<file path="src/link_pkg.sv">
// Flit link package
// Widths and flit counts shared by the serializer, the deserializer and
// the testbench of the 32-bit over 8-bit flit link

`default_nettype none

package link_pkg;

  // -------------------------------------------------------------------
  // Link geometry
  // -------------------------------------------------------------------

  // Width of a word on the input and output ports
  localparam int word_width = 32;

  // Width of one flit on the internal link
  localparam int flit_width = 8;

  // Number of flits needed to carry one word
  localparam int num_flits = word_width / flit_width;

  // Bits needed to number every flit of a word
  localparam int flit_id_width = $clog2(num_flits);

  // Id of the final flit of a word, which is the one the deserializer
  // passes straight through
  localparam int last_flit_id = num_flits - 1;

endpackage

`default_nettype wire

</file>
<file path="src/flow_deserializer.sv">
// Flow deserializer
// Collects the flits of a word into per-slot registers by flit id and
// passes the last flit straight through, so the assembled word is popped
// on the same cycle the last flit arrives. Ready-valid on both sides

`timescale 1ns/1ps
`default_nettype none

module flow_deserializer (
  input  wire logic                               clk,
  input  wire logic                               reset,

  // Narrow side, one flit per handshake
  input  wire logic                               flit_valid,
  output logic                                    flit_ready,
  input  wire logic [link_pkg::flit_width-1:0]    flit_data,
  input  wire logic [link_pkg::flit_id_width-1:0] flit_id,
  input  wire logic                               flit_last,

  // Wide side, one assembled word per handshake
  output logic                                    out_valid,
  input  wire logic                               out_ready,
  output logic      [link_pkg::word_width-1:0]    out_data
);

  // Number of flits that are held in registers
  localparam int num_slots = link_pkg::last_flit_id;

  // -------------------------------------------------------------------
  // Slot storage
  // -------------------------------------------------------------------

  logic [link_pkg::flit_width-1:0] slot_data [num_slots];
  logic [num_slots-1:0]            slot_valid;

  // One-hot slot selection decoded from the flit id
  logic [num_slots-1:0]            slot_sel;
  // Slots written on this cycle
  logic [num_slots-1:0]            slot_write;
  logic                            slots_full;
  logic                            out_fire;

  // -------------------------------------------------------------------
  // Flit demultiplexing
  // -------------------------------------------------------------------

  // The last flag steers a flit to the pass-through path and the id
  // picks the slot for every other flit
  always_comb begin
    for (int i = 0; i < num_slots; i++) begin
      slot_sel[i]   = !flit_last && (flit_id == link_pkg::flit_id_width'(i));
      slot_write[i] = flit_valid && slot_sel[i] && !slot_valid[i];
    end
  end

  assign slots_full = &slot_valid;

  // A stored flit is accepted when its slot is empty
  // The last flit can only move together with the whole word
  assign flit_ready = flit_last ? (out_ready && slots_full) : |(slot_sel & ~slot_valid);

  // -------------------------------------------------------------------
  // Output side
  // -------------------------------------------------------------------

  // Combinational path from the last flit to the output
  assign out_valid = flit_valid && flit_last && slots_full;
  assign out_fire  = out_valid && out_ready;

  // Slot 0 lands in the top bits and the pass-through flit in the bottom
  always_comb begin
    out_data[link_pkg::flit_width-1:0] = flit_data;
    for (int i = 0; i < num_slots; i++) begin
      out_data[(num_slots - i) * link_pkg::flit_width +: link_pkg::flit_width] = slot_data[i];
    end
  end

  // -------------------------------------------------------------------
  // Slot state
  // -------------------------------------------------------------------

  // Popping the word empties every slot at once
  // A pop and a slot write never share a cycle since one needs the last
  // flag and the other needs it low
  always_ff @(posedge clk) begin
    if (reset) begin
      slot_valid <= '0;
    end else if (out_fire) begin
      slot_valid <= '0;
    end else begin
      slot_valid <= slot_valid | slot_write;
    end
  end

  always_ff @(posedge clk) begin
    for (int i = 0; i < num_slots; i++) begin
      if (slot_write[i]) begin
        slot_data[i] <= flit_data;
      end
    end
  end

endmodule

`default_nettype wire

</file>
<file path="config.mk">
export PLATFORM = sky130hd
export DESIGN_NAME = flow_deserializer
export DESIGN_NICKNAME = d
export VERILOG_FILES = /design/src/link_pkg.sv /design/src/flow_deserializer.sv
export SDC_FILE = /design/constraint.sdc
export NUM_CORES = 1
export LEC_CHECK = 0
export ABC_AREA = 1
export BUFFER_PORTS_ARGS = -buffer_cell sky130_fd_sc_hd__buf_4
export CORE_MARGIN = 3
export CORE_UTILIZATION = 47
export DETAILED_ROUTE_END_ITERATION = 16
export PLACE_DENSITY = 0.88
export SYNTH_ARGS = -nofsm -noshare
export SYNTH_HDL_FRONTEND = slang
export SYNTH_SLANG_ARGS = --single-unit
</file>
<file path="constraint.sdc">
create_clock -name clk -period 3.55 [get_ports clk]
set_input_delay 0.5325 -clock clk [delete_from_list [all_inputs] [get_ports clk]]
set_output_delay 0.5325 -clock clk [all_outputs]
set_load 0.01 [all_outputs]
</file>
; ---- Yosys cells after proc, flatten, opt, wreduce, memory -nomap -nowiden
; Memory sizes are Yosys's and may differ from the RTL's.
; Cells that the tools add are included.
[totals]
register_bits = 3
latchBits = 0
mem_bits_rw = 24
romBits = 0
input_bits = 15
elab_cells = 43
memories = 1
[memory_table]
columns = name, words, width, read_ports, rd_ports_with_merged_regs, wr, line_no
row1 = slot_data, 3, 8, 3, 0, 1, flow_deserializer.sv:33  ; logic [link_pkg::flit_width-1:0] slot_data [num_slots];
[op_classes]
n_addsub = 0
mul = 0
div = 0
order_cmp = 0
n_eq_ne = 2
shifts = 0
muxes = 13
bitwise = 3
reduce_logical = 23
[ops]
columns = operator, count
row1 = $mux 8, 2
row2 = $reduce_or 8->1, 2
row3 = $logic_and 1x1->1, 13
row4 = $mux 1, 9
row5 = $logic_not 1->1, 4
row6 = $mux 2, 2
row7 = $and 3x3->3, 1
row8 = $not 3->3, 1
row9 = $or 3x3->3, 1
row10 = $reduce_and 3->1, 1
row11 = $reduce_or 3->1, 1
row12 = $eq 2x1->1 const B, 1
row13 = $eq 2x2->1 const B, 1
row14 = $logic_not 2->1, 1
row15 = $reduce_or 2->1, 1

; ---- Depth between registers and ports, before layout
[depth]
ltp_word = 9
ltp_mapped = 5
depth_no_buf = 5

; ---- Worst setup path after synthesis
; No wires, ideal clock.
[synth_path]
path_type = input to register
startpoint = input port flit_id[1] in the netlist's numbering
endpoint = memory slot_data[0][10] in the netlist's numbering (enable)
setup_ns = 0.370
t_arrival_ns = 1.146
t_required_ns = 3.180
path_slack_ns = 2.034
stages = 3
path_buffers = 0
path_cell_list = nor2_2 > nand3_1 > nor2_1
[synth_between]
elab_chain_cells = 9
[synth_lines]
columns = element, line_no
row1 = from (decl), flow_deserializer.sv:17  ; input wire logic [link_pkg::flit_id_width-1:0] flit_id,
row2 = $eq 2x1->1 *, flow_deserializer.sv:51  ; slot_sel[i] = !flit_last && (flit_id == link_pkg::flit_id_width'(i));
row3 = $logic_and 1x1->1 *, flow_deserializer.sv:51
row4 = $logic_and 1x1->1 * (2 in series), flow_deserializer.sv:52  ; slot_write[i] = flit_valid && slot_sel[i] && !slot_valid[i];
row5 = named net slot_write[1], flow_deserializer.sv:39  ; logic [num_slots-1:0] slot_write;
row6 = $mux 1 *, flow_deserializer.sv:97  ; if (slot_write[i]) begin
row7 = $mux 1 (implied by the code) *, flow_deserializer.sv:98  ; slot_data[i] <= flit_data;
row8 = $reduce_or 8->1 (no line), -
row9 = $mux 2 (no line) or $mux 1 (tied branches) (2 in series), -
row10 = to (decl), flow_deserializer.sv:33
; The timed path passes the listed nets; every way through them passes the cells marked *.

; ---- Worst setup path in the final report
[layout_path]
startpoint = input port flit_id[1] in the netlist's numbering
endpoint = output port flit_ready
[layout_between]
elab_chain_cells = 5
[layout_lines]
columns = element, line_no
row1 = "$eq 2x1->1, or another cell as far along", flow_deserializer.sv:51
row2 = $logic_and 1x1->1, flow_deserializer.sv:51
row3 = $and 3x3->3 *, flow_deserializer.sv:60  ; assign flit_ready = flit_last ? (out_ready && slots_full) : |(slot_sel & ~slot_valid);
row4 = $reduce_or 3->1 *, flow_deserializer.sv:60
row5 = $mux 1 *, flow_deserializer.sv:60
row6 = to (decl), flow_deserializer.sv:15  ; output logic flit_ready,
; Every way passes the cells marked *; elsewhere a longest branch is shown, timed or not.

==> flow_metrics.tcl <==
set metrics [dict create \
    status "finished clean" \
    synth_nets 87 \
    diodes 0 \
    rsz0062_at_grt "false" \
    holdPathStages 1 \
    cts-buffers-inserted 3 \
    utilization_pct 68.43 \
    finalSetupTns_ns 0 \
    grt_pass1_wl_mm 2.456 \
    ys_types 10 \
    initial_core_util_pct 50.25 \
    io_buffers 48 \
    antenna_left 0 \
    die_h_um 52.04 \
    grt-ovfl-total 0 \
    fin_cells 143 \
    vias 642 \
    grt_pass1_vias 570 \
    yosysTopAreaCell "edfxtp_1" \
    die_w_um 52.04 \
    clk_pin_slew_ns 0.12 \
    ys_seq_area_share_pct 78.39 \
    hold_buffers 0 \
    critPathKind "in -> out" \
    rrSetupSlack_ns 2.08 \
    dp_cells 139 \
    grt_use_met3_pct 2.579 \
    crit_fanout 4 \
    root_buffer "clkbuf_4" \
    area_growth_syn_to_layout_pct 36.18 \
    crit_required_ns 3.02 \
    clock_sinks 27 \
    fillers 136 \
    slew_violations 0 \
    final-setup-viol-count 0 \
    post_cts_buffers 0 \
    ios 49 \
    reg2regPathDepth 3 \
    total_leakage_power_nw 0.5787 \
    pwr_density_cell_mw_per_mm2 386.2 \
    cts_tree "built" \
    first_pass_iters 4 \
    drive_gt1_share_pct 44.83 \
    yosysWarnings 0 \
    fin_ws_ns 1.846 \
    crit-reg2reg-launch "slot_valid[0]" \
    grt_antenna_before_repair 0 \
    ys_ff_latch 27 \
    cts_resized 0 \
    busiest_layer "met2" \
    min_period_ns 1.704 \
    worstSetupEndpointType "output pin" \
    routabilityCongestion 0.6738 \
    avgRoutedWirePerCell_um 11.82 \
    finalHoldViolCount 0 \
    pre_cts_slack_ns 1.660 \
    met2_usage_pct 23.64 \
    fin_worst_skew_ns 0.006310 \
    placed_area_mm2 0.001330 \
    crit_end "flit_ready" \
    grt_max_degree 15 \
    viasPerCell 4.490 \
    slew_headroom_pct 50.59 \
    fmax_ghz 0.5868 \
    drc 0 \
    synth.cell_area_um2 996.0 \
    peakVddDrop_mv 0.2306 \
    rows 16 \
    routed_wl_mm 1.690 \
    final_nets 132 \
    fin_crit_sh_pct 48.00 \
    final_area_mm2 0.001356 \
    synth_cells 72 \
    drv_cap 0 \
    clockBufferDepth 2 \
    yosysTopAreaCellShare_pct 72.36 \
    die_area_mm2 0.002708 \
    met1_usage_pct 13.93 \
    grtUsageTotal_pct 12.76 \
    dpl.hpwl_mm 1.352 \
    dr.first_iter.drc_count 18 \
    h-tree-depth 1 \
    clk_latency_ns 0.30 \
    yosys-top-cells-area "edfxtp_1 (72%), dfxtp_1 (6.0%), buf_4 (6.0%)" \
    hold_path_class "in -> reg" \
    syn_avg_cell_area_um2 13.83 \
    worst_pin_slew_ns 0.7384 \
    critPathLaunch "flit_id[1]" \
    critPathLaunchType "input pin" \
    coreArea_mm2 0.001982 \
    worst_r2r_endpoint "slot_data[0][4]" \
    crit_arrival_ns 1.17 \
]
[final cells by class]
type | instances | area [µm²] | area share [%]
Clock buffer | 4 | 26.28 | 1.937
Inverter | 11 | 41.29 | 3.044
Multi-Input combinational cell | 26 | 113.9 | 8.395
Sequential cell | 27 | 780.7 | 57.56
Tap cell | 27 | 33.78 | 2.491
Timing Repair Buffer | 48 | 360.3 | 26.57
[through the flow]
step / hold slack, ns / power, mW
final: 0.4208 / 0.5238
after global placement: 0.4902 / 0.4109
after CTS: 0.4094 / 0.5312
after floorplan: 0.4617 / 0.3841
after detailed placement: 0.4961 / 0.4127
after global routing: 0.4021 / 0.5439
[critical path, stage by stage]
cell and delay [ns]:
buf_4 0.12, nor2_2 0.16, nand3_1 0.12, nand4_1 0.11, buf_4 0.12
[power by group]
| part | total [mW] | internal, mW | leakage (nW) | switching, mW |
|---|---|---|---|---|
| Clock | 0.119 | 0.0438 | 0.0150 | 0.0750 |
| Combinational | 0.0509 | 0.0255 | 0.322 | 0.0254 |
| Sequential | 0.354 | 0.352 | 0.242 | 0.00179 |
[metal layers]
layer | wire [µm] | part of all wire (%) | vias up
met5 | 0 | 0 | -
met4 | 0 | 0 | 0
met3 | 168 | 9.9 | 0
met2 | 840 | 50 | 33
met1 | 680 | 40 | 286
li1 | - | - | 323
[logic make-up (layout without fill, tap and decap cells)]
logic type	Yosys count	in the layout	synth area share [%]
DFF	27	27	78.39
and+or+nand+nor	26	26	11.43
buffers and inverters	19	63	10.18
[how the worst min path moves through the flow]
stage,from,slack (ns),endpoint
final,flit_data[5],0.42,slot_data[0][13]
after global routing,flit_data[5],0.40,slot_data[0][21]
after CTS,flit_data[5],0.41,slot_data[0][5]
after detailed placement,slot_valid[2],0.50,slot_valid[2]
after global placement,slot_valid[2],0.49,slot_valid[2]
after floorplan,slot_valid[2],0.46,slot_valid[2]
[registers in the layout, indices dropped and copies added (netlist names)]
name,count
slot_data,24
slot_valid,3
[Yosys cell counts, drive strengths merged]
library cell   n
edfxtp        24
nor2          11
nand3          8
nor3           1
buf            8
dfxtp          3
nand4          1
inv           11
nand2          5
[cell usage in the layout (no fill, tap or decap), drive strengths merged]
master  count
clkbuf      4
inv        11
nand4       1
buf        48
edfxtp     24
nor2       11
dfxtp       3
nand2       5
nand3       8
nor3        1
(Power assumes the default switching activity.)
